==> src/hdl/i2c_rx_pkg.sv <==
// I2C receive front end definitions
package i2c_rx_pkg;

  // number of independent two-wire buses.
  localparam int unsigned NumLanes = 4;

  // synchronizer flops per line.
  localparam int unsigned SyncStages = 2;

  // one received data byte.
  typedef logic [7:0] byte_t;

  // lane number, wide enough for NumLanes.
  typedef logic [$clog2(NumLanes)-1:0] lane_idx_t;

  // one bit per lane.
  typedef logic [NumLanes-1:0] lane_vec_t;

  // per-lane receive flow states.
  typedef enum logic [2:0] {
    Idle,
    ReadByte,
    ReadBit,
    NextTaskDecision
  } rx_state_e;

endpackage

==> src/hdl/rx_result_if.sv <==
// Lane receive result bundle
interface rx_result_if
  import i2c_rx_pkg::*;
();

  byte_t rx_data;  // valid only with rx_done.
  logic  rx_done;  // one-cycle strobe.
  logic  rx_idle;
  logic  error;

  modport flow (
    output rx_data,
    output rx_done,
    output rx_idle,
    output error
  );

  modport collector (
    input rx_data,
    input rx_done,
    input rx_idle,
    input error
  );

endinterface

==> src/hdl/bus_line_sampler.sv <==
// Bus line synchronizer and SCL edge detect
module bus_line_sampler
  import i2c_rx_pkg::*;
(
  input  logic      clk_i,
  input  logic      rst_ni,

  input  lane_vec_t scl_i,
  input  lane_vec_t sda_i,

  output lane_vec_t scl_posedge_o,
  output lane_vec_t scl_stable_high_o,
  output lane_vec_t sda_o
);

  lane_vec_t scl_sync_q [SyncStages];
  lane_vec_t sda_sync_q [SyncStages];

  lane_vec_t scl_sync;
  lane_vec_t sda_sync;

  lane_vec_t scl_hist_q;
  lane_vec_t scl_posedge_q;
  lane_vec_t scl_high_q;
  lane_vec_t sda_q;

  assign scl_sync = scl_sync_q[SyncStages-1];
  assign sda_sync = sda_sync_q[SyncStages-1];

  // both lines idle high on an open-drain bus.
  always_ff @(posedge clk_i or negedge rst_ni) begin : sync_lines
    if (!rst_ni) begin
      for (int s = 0; s < SyncStages; s++) begin
        scl_sync_q[s] <= '1;
        sda_sync_q[s] <= '1;
      end
    end else begin
      scl_sync_q[0] <= scl_i;
      sda_sync_q[0] <= sda_i;
      for (int s = 1; s < SyncStages; s++) begin
        scl_sync_q[s] <= scl_sync_q[s-1];
        sda_sync_q[s] <= sda_sync_q[s-1];
      end
    end
  end

  // edge and level per lane, all registered.
  always_ff @(posedge clk_i or negedge rst_ni) begin : detect_scl
    if (!rst_ni) begin
      scl_hist_q    <= '1;
      scl_posedge_q <= '0;
      scl_high_q    <= '0;
      sda_q         <= '1;
    end else begin
      scl_hist_q    <= scl_sync;
      scl_posedge_q <= scl_sync & ~scl_hist_q;  // low then high.
      scl_high_q    <= scl_sync & scl_hist_q;   // two high samples.
      sda_q         <= sda_sync;                // aligned with the strobe.
    end
  end

  assign scl_posedge_o     = scl_posedge_q;
  assign scl_stable_high_o = scl_high_q;
  assign sda_o             = sda_q;

endmodule

==> src/hdl/bus_rx_flow.sv <==
// Per-lane bit and byte receiver
module bus_rx_flow
  import i2c_rx_pkg::*;
(
  input  logic clk_i,
  input  logic rst_ni,

  input  logic scl_posedge_i,
  input  logic scl_stable_high_i,
  input  logic sda_i,

  input  logic rx_req_bit_i,
  input  logic rx_req_byte_i,

  rx_result_if.flow res_o
);

  rx_state_e state_d, state_q;

  logic       req;
  logic       req_conflict;
  logic       rx_req_bit_q;

  logic       rx_bit_en;
  logic       rx_bit_q;
  logic       rx_done_q;

  logic       bit_cnt_en;
  logic [2:0] bit_cnt_q;
  logic [6:0] shift_q;
  logic       last_bit;

  byte_t      rx_data;
  logic       rx_done;
  logic       rx_idle;

  assign req          = rx_req_bit_i | rx_req_byte_i;
  assign req_conflict = rx_req_bit_i & rx_req_byte_i;

  // bit request seen one cycle late, byte wins a tie.
  always_ff @(posedge clk_i or negedge rst_ni) begin : reg_bit_req
    if (!rst_ni) begin
      rx_req_bit_q <= 1'b0;
    end else begin
      rx_req_bit_q <= rx_req_bit_i;
    end
  end

  // completion strobe, one cycle after the edge.
  always_ff @(posedge clk_i or negedge rst_ni) begin : reg_rx_done
    if (!rst_ni) begin
      rx_done_q <= 1'b0;
    end else begin
      rx_done_q <= rx_bit_en & scl_posedge_i;
    end
  end

  always_ff @(posedge clk_i) begin : capture_bit
    if (rx_bit_en && scl_posedge_i) begin
      rx_bit_q <= sda_i;
    end
  end

  // seven leading bits, MSB first.
  always_ff @(posedge clk_i) begin : shift_byte
    if (bit_cnt_en && rx_done_q) begin
      shift_q <= {shift_q[5:0], rx_bit_q};
    end
  end

  always_ff @(posedge clk_i or negedge rst_ni) begin : count_bits
    if (!rst_ni) begin
      bit_cnt_q <= 3'd7;
    end else if (!bit_cnt_en) begin
      bit_cnt_q <= 3'd7;
    end else if (rx_done_q) begin
      bit_cnt_q <= bit_cnt_q - 3'd1;
    end
  end

  // live SDA while SCL is still high, else the edge sample.
  assign last_bit = scl_stable_high_i ? sda_i : rx_bit_q;

  always_comb begin : select_data
    if (state_q == ReadBit) begin
      rx_data = {7'b0, rx_bit_q};
    end else begin
      rx_data = {shift_q, last_bit};
    end
  end

  always_ff @(posedge clk_i or negedge rst_ni) begin : reg_state
    if (!rst_ni) begin
      state_q <= Idle;
    end else begin
      state_q <= state_d;
    end
  end

  always_comb begin : fsm_outputs
    rx_idle    = 1'b0;
    rx_done    = 1'b0;
    rx_bit_en  = 1'b0;
    bit_cnt_en = 1'b0;

    unique case (state_q)
      Idle: begin
        rx_idle = 1'b1;
      end
      ReadByte: begin
        bit_cnt_en = 1'b1;
        rx_bit_en  = ~rx_done_q;
        rx_done    = rx_done_q & (bit_cnt_q == 3'd0);  // eighth bit.
      end
      ReadBit: begin
        rx_bit_en = ~rx_done_q;
        rx_done   = rx_done_q;
      end
      NextTaskDecision: begin
        rx_bit_en = req;  // don't miss an early edge.
      end
      default: ;
    endcase
  end

  always_comb begin : fsm_next
    state_d = state_q;

    unique case (state_q)
      Idle, NextTaskDecision: begin
        if (rx_req_byte_i) begin
          state_d = ReadByte;
        end else if (rx_req_bit_q) begin
          state_d = ReadBit;
        end else begin
          state_d = Idle;
        end
      end
      ReadByte: begin
        if (rx_done) state_d = NextTaskDecision;
      end
      ReadBit: begin
        if (rx_done_q) state_d = NextTaskDecision;
      end
      default: begin
        state_d = Idle;
      end
    endcase

    // abort or conflict.
    if (!req || req_conflict) begin
      state_d = Idle;
    end
  end

  assign res_o.rx_data = rx_data;
  assign res_o.rx_done = rx_done;
  assign res_o.rx_idle = rx_idle;
  assign res_o.error   = req_conflict;

endmodule

==> src/hdl/rx_byte_collector.sv <==
// Round-robin result collector
module rx_byte_collector
  import i2c_rx_pkg::*;
(
  input  logic      clk_i,
  input  logic      rst_ni,

  rx_result_if.collector res_i [NumLanes],

  output logic      out_valid_o,
  output lane_idx_t out_lane_o,
  output byte_t     out_data_o,
  output lane_vec_t rx_idle_o,
  output lane_vec_t error_o
);

  lane_vec_t done_vec;
  byte_t     data_vec [NumLanes];

  lane_vec_t full_q;
  byte_t     hold_q [NumLanes];
  lane_idx_t last_q;

  logic      grant_valid;
  lane_idx_t grant_lane;
  lane_vec_t issue_vec;

  // flatten the interface array.
  for (genvar i = 0; i < NumLanes; i++) begin : g_lane
    assign done_vec[i]  = res_i[i].rx_done;
    assign data_vec[i]  = res_i[i].rx_data;
    assign rx_idle_o[i] = res_i[i].rx_idle;
    assign error_o[i]   = res_i[i].error;
  end

  // first full lane after the last one served.
  always_comb begin : pick_next
    lane_idx_t cand;

    grant_valid = 1'b0;
    grant_lane  = last_q;
    for (int k = 1; k <= NumLanes; k++) begin
      cand = lane_idx_t'((int'(last_q) + k) % NumLanes);
      if (!grant_valid && full_q[cand]) begin
        grant_valid = 1'b1;
        grant_lane  = cand;
      end
    end
  end

  assign issue_vec = lane_vec_t'(grant_valid) << grant_lane;

  // new result wins over the one leaving.
  always_ff @(posedge clk_i or negedge rst_ni) begin : track_full
    if (!rst_ni) begin
      full_q <= '0;
      last_q <= lane_idx_t'(NumLanes - 1);  // lane 0 goes first.
    end else begin
      full_q <= (full_q & ~issue_vec) | done_vec;
      if (grant_valid) begin
        last_q <= grant_lane;
      end
    end
  end

  always_ff @(posedge clk_i) begin : hold_data
    for (int i = 0; i < NumLanes; i++) begin
      if (done_vec[i]) begin
        hold_q[i] <= data_vec[i];
      end
    end
  end

  assign out_valid_o = grant_valid;
  assign out_lane_o  = grant_lane;
  assign out_data_o  = hold_q[grant_lane];

endmodule

==> src/hdl/i2c_rx_top.sv <==
// Four-lane I2C receive front end
module i2c_rx_top
  import i2c_rx_pkg::*;
(
  input  logic      clk_i,
  input  logic      rst_ni,

  input  lane_vec_t scl_i,
  input  lane_vec_t sda_i,
  input  lane_vec_t rx_req_bit_i,
  input  lane_vec_t rx_req_byte_i,

  output logic      out_valid_o,
  output lane_idx_t out_lane_o,
  output byte_t     out_data_o,
  output lane_vec_t rx_idle_o,
  output lane_vec_t error_o
);

  lane_vec_t scl_posedge;
  lane_vec_t scl_stable_high;
  lane_vec_t sda_sync;

  rx_result_if res_if [NumLanes] ();

  bus_line_sampler u_sampler (
    .clk_i             (clk_i),
    .rst_ni            (rst_ni),
    .scl_i             (scl_i),
    .sda_i             (sda_i),
    .scl_posedge_o     (scl_posedge),
    .scl_stable_high_o (scl_stable_high),
    .sda_o             (sda_sync)
  );

  // one receive flow per lane.
  for (genvar i = 0; i < NumLanes; i++) begin : u_flow
    bus_rx_flow u_bus_rx_flow (
      .clk_i             (clk_i),
      .rst_ni            (rst_ni),
      .scl_posedge_i     (scl_posedge[i]),
      .scl_stable_high_i (scl_stable_high[i]),
      .sda_i             (sda_sync[i]),
      .rx_req_bit_i      (rx_req_bit_i[i]),
      .rx_req_byte_i     (rx_req_byte_i[i]),
      .res_o             (res_if[i])
    );
  end

  rx_byte_collector u_collector (
    .clk_i       (clk_i),
    .rst_ni      (rst_ni),
    .res_i       (res_if),
    .out_valid_o (out_valid_o),
    .out_lane_o  (out_lane_o),
    .out_data_o  (out_data_o),
    .rx_idle_o   (rx_idle_o),
    .error_o     (error_o)
  );

endmodule

==> config.mk <==
export PLATFORM = sky130hd
export DESIGN_NAME = i2c_rx_top
export DESIGN_NICKNAME = d
export VERILOG_FILES = /design/src/hdl/i2c_rx_pkg.sv /design/src/hdl/rx_result_if.sv /design/src/hdl/bus_line_sampler.sv /design/src/hdl/bus_rx_flow.sv /design/src/hdl/rx_byte_collector.sv /design/src/hdl/i2c_rx_top.sv
export SDC_FILE = /design/constraint.sdc
export NUM_CORES = 1
export LEC_CHECK = 0
export BUFFER_PORTS_ARGS = -buffer_cell sky130_fd_sc_hd__buf_2
export CORE_MARGIN = 2
export CORE_UTILIZATION = 45
export CTS_CLUSTER_DIAMETER = 40
export DETAILED_ROUTE_END_ITERATION = 12
export GPL_ROUTABILITY_DRIVEN = 0
export GPL_TIMING_DRIVEN = 0
export PLACE_DENSITY = 0.6
export SLEW_MARGIN = 40
export SYNTH_ARGS = -nofsm -noshare
export SYNTH_HDL_FRONTEND = slang
export SYNTH_SLANG_ARGS = --single-unit
==> constraint.sdc <==
create_clock -name clk_i -period 3 [get_ports clk_i]
set_clock_uncertainty 0.15 [all_clocks]
set_input_delay 0.75 -clock clk_i [delete_from_list [all_inputs] [get_ports clk_i]]
set_output_delay 0.75 -clock clk_i [all_outputs]
set_load 0.005 [all_outputs]
==> impl_metrics.env, run 1 <==
export IMPL_cp_cell_sequence="nand2b_4 -> a21boi_2 -> a211oi_2 -> buf_6 -> buf_12 -> mux2i_4 -> mux2i_2 -> buf_2"
export IMPL_min_period_ps=3080
export IMPL_status="complete, but fails checks"
export IMPL_layout_setup_ws_ps=-78.4
export IMPL_ir_worst_vdd_v=0.000430
export IMPL_synthTopCellsByArea="edfxtp_1 (35%), dfstp_2 (18%), dfrtp_1 (13%)"
export IMPL_setup_viol=8
export IMPL_port_buffers=36
export IMPL_crit_buf_inv=3
export IMPL_synth_area_mm2=0.00553
export IMPL_grt_max_degree=44
export IMPL_dp_hpwl_um=5740
export IMPL_critPathKind="flop to primary output"
export IMPL_required_ps=2100
export IMPL_fmax_mhz=325
export IMPL_fillCellCount=995
export IMPL_path_max_fanout=8
export IMPL_drt_pass1_iterations=4
export IMPL_clk_pin_slew_ps=60
export IMPL_core_area_mm2=0.0120
export IMPL_cts_tree="done"
export IMPL_yosysWarnings=0
export IMPL_cp_top_family="flip-flops"
export IMPL_grt_pass1_vias=3072
export IMPL_area_growth_pct=21.8
export IMPL_power_density_mw_per_mm2=860
export IMPL_cts_buffers=17
export IMPL_p_leak_nw=3.00
export IMPL_critical_path_max_stage_delay_ps=550
export IMPL_drive_gt1_share_pct=30.0
export IMPL_holdCritPathClass="primary input to async pin"
export IMPL_insertion_delay_ps=410
export IMPL_worstSetupStartpoint="u_collector.last_q[0]$_DFFE_PN1N_"
export IMPL_drtIter0Drc=75
export IMPL_postSynthAreaPerCell_um2=13.5
export IMPL_end_kind="primary output"
export IMPL_cp_slowest_cell="dfstp_2"
export IMPL_synth_distinct_cells=33
export IMPL_wl_per_cell_um=13.3
export IMPL_ctsHoldBuffers=0
export IMPL_track_usage_pct=14.0
export IMPL_violations="setup timing"
export IMPL_initial_core_util_pct=46.0
export IMPL_yosysTopAreaCell="edfxtp_1"
export IMPL_tightest_slew_ps=479
export IMPL_post_route_period_util_pct=103
export IMPL_yosysTopAreaCellShare_pct=34.8
export IMPL_viasPerCell=4.76
export IMPL_stdcell_area_mm2=0.00673
export IMPL_vias=3015
export IMPL_ys_ff_latch=130
export IMPL_grt_pass1_wl_um=14000
export IMPL_drc=0
export IMPL_final_cell_mix="edfxtp_1 (64), nor2b_1 (40), inv_1 (39)"
export IMPL_wl_um=8440
export IMPL_fin_nets=523
export IMPL_arrival_ps=2180
export IMPL_layout_commonest_cell="edfxtp_1"
export IMPL_ant_nets=0
export IMPL_die_h_um=115
export IMPL_cts_sinks=130
export IMPL_relSlewSlack_pct=68.1
export IMPL_syn_num_nets=458
export IMPL_root_buffer="clkbuf_16"
export IMPL_die_x_um=115
export IMPL_synthCells=408
export IMPL_overflow=0
export IMPL_antenna_found_initial=0
export IMPL_num_antenna_cells=0
export IMPL_dieArea_mm2=0.0132
export IMPL_max_cap_violations=0
export IMPL_dpl_cell_area_mm2=0.00591
export IMPL_ctsHtreeMaxLevel=4
export IMPL_finalMaxSlewViolations=0
export IMPL_rsz0062_at_grt="yes"
export IMPL_fin_util_pct=56.0
export IMPL_clk_path_buf_depth=2
export IMPL_synth_seq_area_share_pct=65.5
export IMPL_ios=37
export IMPL_regToRegStartpoint="u_flow[0].u_bus_rx_flow.state_q[0]$_DFFE_PN0P_"
export IMPL_placementRows=40
export IMPL_hold_viol_final=0
export IMPL_cp_start_kind="flop"
## Yosys cell counts
library cell,number
nand2_1,13
nor2_1,22
nand2b_2,2
o21a_1,1
o211a_1,4
inv_1,39
dfrtp_1,28
a22oi_1,4
a21oi_1,12
inv_2,1
ha_1,32
o21ai_0,16
dfstp_2,38
or2_2,1
and3_1,4
a21oi_2,1
a211oi_1,8
nor3b_1,4
mux2i_1,24
nor2b_1,40
buf_4,9
clkbuf_1,8
edfxtp_1,64
a211oi_2,1
buf_12,1
o21ai_1,1
buf_6,1
nor3_1,1
a21boi_2,1
xnor2_1,4
mux2_2,5
and2_1,12
nand2b_1,6
## power by group
part | switching [mW] | internal, mW
clock network | 0.736 | 1.43
registers | 0.0858 | 2.05
logic | 0.755 | 0.726
total | 1.58 | 4.21
## per-stage QoR
stage	setup WS [ps]	hold WS [ps]	total power, mW	std cells	TNS [ps]
detailed placement	327	197	3.46	592	0
global route	-209	103	6.10	633	-1510
global placement	356	196	3.42	591	0
CTS	-113	90.5	5.67	625	-674
floorplan	632	195	3.07	408	0
finish	-78.4	96.1	5.79	633	-468
## per-layer routing
layer  GRT usage (%)  wire, um  part of all wire [%]
met2            21.5      3900                    46
met4            6.91       199                   2.4
met3            4.59       339                   4.0
met1            17.9      4000                    47
met5               0         0                     0
## worst register-to-register path, delay by kind of cell, from the launching register on
family	cells	cell delay, ps
compound gates	1	480
flops	1	410
fa+ha+maj	1	170
buf+inv	2	470
## area by class of cell
class / instances / area [um2] / area share [%]
plain buffers: 19 / 129 / 1.92
well taps: 147 / 184 / 2.73
inverters: 40 / 150 / 2.23
flip-flops and latches: 130 / 3620 / 53.8
multi-input cells: 219 / 1690 / 25.1
repair buffers: 46 / 304 / 4.52
clock buffers: 24 / 578 / 8.59
clock inverters: 8 / 76.3 / 1.13
## what timing repair did
item	4_1_cts	5_1_grt
pin swaps	0	1
endpoints found under the setup margin	8	8
gates cloned	0	1
buffers inserted	1	7
resized for setup	1	11
## sequential cells by signal, summed over array words and instances (netlist names), 8 cells and up
signal and cells:
u_collector.hold_q 32, u_flow.u_bus_rx_flow.shift_q 28, u_flow.u_bus_rx_flow.bit_cnt_q 12, u_flow.u_bus_rx_flow.state_q 8
## path summary, 6_finish.rpt
check                                                                         to  cells past startpoint  slack (ps)
max in group asynchronous       u_flow[3].u_bus_rx_flow.bit_cnt_q[2]$_DFFE_PN1P_                      2        2010
min in group clk_i                               u_sampler.scl_sync[2]$_DFF_PN1_                      0         200
worst min register to register                   u_sampler.scl_sync[2]$_DFF_PN1_                      0         200
worst min-delay path              u_flow[1].u_bus_rx_flow.rx_req_bit_q$_DFF_PN0_                      1         100
worst max-delay path                                               out_data_o[2]                      8         -80
worst max register to register            u_collector.hold_q[0][4]$_SDFFCE_PN0P_                      4         980
## cells by family after synthesis
| family | Yosys count | synth area share [%] |
|---|---|---|
| DFF | 130 | 65.5 |
| buffers and inverters | 59 | 5.05 |
| adders and majority gates | 32 | 7.25 |
| xor gates and xnor gates | 4 | 0.634 |
| and+or+nand+nor | 105 | 10.5 |
| AOI/OAI and AO/OA | 49 | 5.71 |
| muxes | 29 | 5.37 |
Note: power is estimated with default switching activity, not from simulation.
==> run 2: changes to the inputs <==
RECOVER_POWER = 100   (was unset)
==> run 2 against run 1 <==
Against the previous run:
- critical path type unchanged
- utilization is 0.20 points lower
- maximum frequency barely moved
- final area fell by 0.35%
- flip-flop and latch count unchanged
- count of clock-buffer cells in the layout unchanged
- routed wire length up 0.14%
- hold slack improved by 110 ps
- via count fell by 0.27%
- non-clock buffer count stayed put
- sequential power hardly changed
- cell count unchanged
- the flow still finishes with violations (setup timing)
==> impl_metrics.env, run 2 (synthesis results as in run 1) <==
export IMPL_status="complete, but fails checks"
export IMPL_violations="setup timing"
export IMPL_track_usage_pct=14.0
export IMPL_drt_pass1_iterations=4
export IMPL_overflow=0
export IMPL_die_h_um=115
export IMPL_arrival_ps=2180
export IMPL_ios=37
export IMPL_drc=0
export IMPL_cp_slowest_cell="dfstp_2"
export IMPL_critical_path_max_stage_delay_ps=550
export IMPL_fin_hold_ws_ps=204
export IMPL_grt_max_degree=44
export IMPL_required_ps=2100
export IMPL_ctsHtreeMaxLevel=4
export IMPL_holdCritPathClass="flop to flop"
export IMPL_max_cap_violations=0
export IMPL_vias=3007
export IMPL_viasPerCell=4.75
export IMPL_hold_viol_final=0
export IMPL_num_antenna_cells=0
export IMPL_fmax_mhz=325
export IMPL_fin_nets=523
export IMPL_setup_viol=8
export IMPL_wl_um=8450
export IMPL_initial_core_util_pct=46.0
export IMPL_regMostFlops="u_collector.hold_q"
export IMPL_min_period_ps=3080
export IMPL_layout_setup_ws_ps=-78.0
export IMPL_finalMaxSlewViolations=0
export IMPL_core_area_mm2=0.0120
export IMPL_placementRows=40
export IMPL_dieArea_mm2=0.0132
export IMPL_cts_tree="done"
export IMPL_cts_buffers=17
export IMPL_rsz0062_at_grt="yes"
export IMPL_ant_nets=0
export IMPL_critPathKind="flop to primary output"
export IMPL_antenna_found_initial=0
export IMPL_cp_cell_sequence="nand2b_4 -> a21boi_2 -> a211oi_2 -> buf_6 -> buf_12 -> mux2i_4 -> mux2i_2 -> buf_2"
export IMPL_final_cell_mix="edfxtp_1 (64), nor2b_1 (40), inv_1 (39)"
export IMPL_crit_buf_inv=3
export IMPL_tightest_slew_ps=1320
export IMPL_cp_start_kind="flop"
export IMPL_drive_gt1_share_pct=27.4
export IMPL_insertion_delay_ps=410
export IMPL_wl_per_cell_um=13.4
export IMPL_cp_top_family="flip-flops"
export IMPL_post_route_period_util_pct=103
export IMPL_ir_worst_vdd_v=0.000430
export IMPL_dp_cells=592
export IMPL_cts_sinks=130
export IMPL_area_growth_pct=21.4
export IMPL_power_density_mw_per_mm2=862
export IMPL_end_kind="primary output"
export IMPL_dp_hpwl_um=5740
export IMPL_largest_register_ff_count=32
export IMPL_port_buffers=36
export IMPL_worstSetupStartpoint="u_collector.last_q[0]$_DFFE_PN1N_"
export IMPL_clk_path_buf_depth=2
export IMPL_root_buffer="clkbuf_16"
export IMPL_hold_start="u_sampler.sda_sync[2]$_DFF_PN1_"
export IMPL_p_leak_nw=2.97
export IMPL_biggestRegsByFlops="u_collector.hold_q x32, u_flow.u_bus_rx_flow.shift_q x28, u_flow.u_bus_rx_flow.bit_cnt_q x12"
export IMPL_die_x_um=115
export IMPL_clk_pin_slew_ps=60
export IMPL_layout_commonest_cell="edfxtp_1"
export IMPL_drtIter0Drc=72
export IMPL_regToRegStartpoint="u_flow[0].u_bus_rx_flow.state_q[0]$_DFFE_PN0P_"
export IMPL_stdcell_count=633
export IMPL_relSlewSlack_pct=12.3
export IMPL_path_max_fanout=8
export IMPL_grt_pass1_vias=3072
export IMPL_grt_pass1_wl_um=14000
-- run 2: through the flow --
step           TNS, ps  setup WS (ps)  total power, mW  area [um2]  util, %
2_1_floorplan        0            632             3.07        5530        -
3_3_place_gp         0            356             3.42        5890     49.0
3_5_place_dp         0            327             3.46        5910     49.2
4_1_cts           -674           -113             5.67        6580     54.8
5_1_grt          -1510           -209             6.09        6710     55.8
6_report          -465          -78.0             5.78        6710     55.8
-- run 2: final timing paths --
kind                                                             endpoint  slack, ps  cells past startpoint
max reg2reg                        u_collector.hold_q[0][4]$_SDFFCE_PN0P_        980                      4
min in group asynchronous  u_flow[1].u_bus_rx_flow.rx_req_bit_q$_DFF_PN0_        470                      1
max in group asynchronous            u_sampler.scl_posedge_o[2]$_DFF_PN0_        560                      2
max                                                         out_data_o[2]        -80                      8
min reg2reg                                  u_sampler.sda_o[2]$_DFF_PN1_        200                      0
min                                          u_sampler.sda_o[2]$_DFF_PN1_        200                      0
-- run 2: cell type report --
class | count | area [um2]
Buffer | 19 | 129
Inverter | 40 | 150
Tap cell | 147 | 184
Clock buffer | 24 | 578
Timing Repair Buffer | 46 | 280
Clock inverter | 8 | 76.3
Multi-Input combinational cell | 219 | 1690
Fill cell | 1001 | 5310
Sequential cell | 130 | 3620
-- run 2: per-layer routing --
metal / vias up / track usage [%] / part of all wire [%]
li1: 1507 / - / -
met4: 0 / 6.91 / 2.3
met5: - / 0 / 0
met1: 1420 / 17.9 / 48
met3: 19 / 4.59 / 3.9
met2: 61 / 21.5 / 46
-- run 2: power breakdown --
part	internal [mW]	switching, mW
Combinational	0.722	0.755
Sequential	2.05	0.0859
Clock	1.43	0.735
Total	4.21	1.58
-- run 2: repair_timing --
action,4_1_cts,5_1_grt
hold buffers,0,0
setup endpoints to repair,8,8
buffers inserted,1,7
resized for setup,1,11
gates cloned,0,1
hold endpoints to repair,0,0
pin swaps,0,1
==> run 3: changes to the inputs <==
CELL_PAD_IN_SITES_DETAIL_PLACEMENT = 0   (was unset)
CELL_PAD_IN_SITES_GLOBAL_PLACEMENT = 1   (was unset)
PLACE_DENSITY = 0.7   (was 0.6)
==> run 3 against run 2 <==
Against the previous run:
- critical path depth down 1
- routed wire length down 1.5%
- via count about the same
- flip-flop and latch count unchanged
- setup slack better by 39 ps
- sequential share of layout area up 0.57 points
- largest cell class unchanged
- the run still ends with setup timing left
- global-route usage down 0.13 points
- cell count down 0.16%
- register-to-register slack worse by 30 ps
- total power down 2.7%
- critical path type unchanged
==> impl_metrics.env, run 3 (synthesis results as in run 1) <==
export IMPL_status="complete, but fails checks"
export IMPL_violations="setup timing"
export IMPL_wl_um=8330
export IMPL_multi_input_area_mm2=0.00167
export IMPL_fin_hold_ws_ps=204
export IMPL_drc=0
export IMPL_final_cell_mix="edfxtp_1 (64), nor2b_1 (40), inv_1 (39)"
export IMPL_cts_buffers=17
export IMPL_holdCritPathClass="flop to flop"
export IMPL_hold_viol_final=0
export IMPL_cp_cell_sequence="nand2b_4 -> o21ai_0 -> mux2_2 -> inv_2 -> buf_6 -> mux2i_2 -> buf_2"
export IMPL_ir_worst_vdd_v=0.000401
export IMPL_overflow=0
export IMPL_path_max_fanout=10
export IMPL_regMostFlops="u_collector.hold_q"
export IMPL_critPathKind="flop to primary output"
export IMPL_required_ps=2100
export IMPL_fillCellCount=993
export IMPL_layout_setup_ws_ps=-38.8
export IMPL_dp_cells=592
export IMPL_dpl_cell_area_mm2=0.00591
export IMPL_ios=37
export IMPL_stdcell_area_mm2=0.00664
export IMPL_largest_register_ff_count=32
export IMPL_regArea_mm2=0.00362
export IMPL_arrival_ps=2140
export IMPL_drt_pass1_iterations=4
export IMPL_fmax_mhz=329
export IMPL_grt_pass1_wl_um=13900
export IMPL_setup_viol=7
export IMPL_track_usage_pct=13.8
export IMPL_port_buffers=36
export IMPL_p_leak_nw=2.96
export IMPL_critical_path_max_stage_delay_ps=540
export IMPL_ctsHtreeMaxLevel=4
export IMPL_layout_commonest_cell="edfxtp_1"
export IMPL_vias=3005
export IMPL_wl_per_cell_um=13.2
export IMPL_dp_hpwl_um=5690
export IMPL_num_antenna_cells=0
export IMPL_rsz0062_at_grt="yes"
export IMPL_initial_core_util_pct=46.0
export IMPL_finalPower_mw=5.63
export IMPL_clk_path_buf_depth=2
export IMPL_cp_top_family="multiplexers"
export IMPL_end_kind="primary output"
export IMPL_ant_nets=0
export IMPL_root_buffer="clkbuf_16"
export IMPL_core_area_mm2=0.0120
export IMPL_cts_tree="done"
export IMPL_cts_sinks=130
export IMPL_power_density_mw_per_mm2=848
export IMPL_area_growth_pct=20.1
export IMPL_crit_buf_inv=3
export IMPL_cp_start_kind="flop"
export IMPL_fin_tns_setup_ps=-93.4
export IMPL_tightest_slew_ps=1400
export IMPL_drtIter0Drc=97
export IMPL_min_period_ps=3040
export IMPL_grt_pass1_vias=2978
export IMPL_viasPerCell=4.75
export IMPL_max_cap_violations=0
export IMPL_post_route_period_util_pct=101
export IMPL_fin_nets=522
export IMPL_grt_max_degree=42
export IMPL_drive_gt1_share_pct=26.8
export IMPL_stdcell_count=632
export IMPL_finalMaxSlewViolations=0
export IMPL_clk_pin_slew_ps=60
export IMPL_die_x_um=115
export IMPL_cp_slowest_cell="dfstp_2"
export IMPL_relSlewSlack_pct=6.35
export IMPL_dieArea_mm2=0.0132
export IMPL_die_h_um=115
export IMPL_biggestRegsByFlops="u_collector.hold_q x32, u_flow.u_bus_rx_flow.shift_q x28, u_flow.u_bus_rx_flow.bit_cnt_q x12"
export IMPL_insertion_delay_ps=400
export IMPL_antenna_found_initial=0
export IMPL_placementRows=40
-- run 3: changes by cell type in the layout (fill, tap and decap cells not counted), sizes merged --
cell | before | now
inv | 44 | 46
buf | 50 | 49
clkinvlp | 1 | 0
clkinv | 2 | 3
clkbuf | 39 | 37
-- run 3: power breakdown --
part	leakage, nW	switching [mW]	internal [mW]
logic	1.32	0.742	0.686
clock network	0.314	0.726	1.33
registers	1.33	0.0898	2.05
-- run 3: final cells by class --
| cell class | instances | area share, % |
|---|---|---|
| Buffer | 19 | 2.00 |
| Clock buffer | 22 | 7.96 |
| Multi-Input combinational cell | 219 | 25.2 |
| Sequential cell | 130 | 54.6 |
| Inverter | 40 | 2.26 |
| Timing Repair Buffer | 45 | 3.98 |
| Tap cell | 147 | 2.77 |
| Clock inverter | 10 | 1.30 |
-- run 3: path summary, 6_finish.rpt --
path,cells past startpoint,slack [ps],endpoint,startpoint
min in group asynchronous,1,510,u_flow[0].u_bus_rx_flow.rx_done_q$_DFF_PN0_,rst_ni
worst max-delay path,7,-40,out_data_o[0],u_collector.last_q[0]$_DFFE_PN1N_
max in group asynchronous,2,510,u_flow[2].u_bus_rx_flow.rx_req_bit_q$_DFF_PN0_,rst_ni
worst min register to register,0,200,u_sampler.sda_sync[3]$_DFF_PN1_,u_sampler.sda_sync_q[7]$_DFF_PN1_
worst min-delay path,0,200,u_sampler.sda_sync[3]$_DFF_PN1_,u_sampler.sda_sync_q[7]$_DFF_PN1_
worst max register to register,4,950,u_collector.hold_q[0][6]$_SDFFCE_PN0P_,u_flow[0].u_bus_rx_flow.state_q[0]$_DFFE_PN0P_
-- run 3: stage by stage --
stage / setup slack [ps] / util [%]
after global routing: -205 / 55.2
after floorplan: 632 / -
after global placement: 335 / 49.0
final: -38.8 / 55.2
after CTS: -58.4 / 54.8
after detailed placement: 321 / 49.2
-- run 3: timing repair --
action,in CTS,in global routing
hold buffers,0,0
buffers inserted,5,2
setup endpoints to repair,8,8
cloned,0,1
gates resized for setup,5,6
-- run 3: per-layer routing --
metal	share of wire, %	track usage, %
met1	48	19.1
met2	47	21.1
met3	3.9	3.95
met4	1.7	5.06
met5	0	0
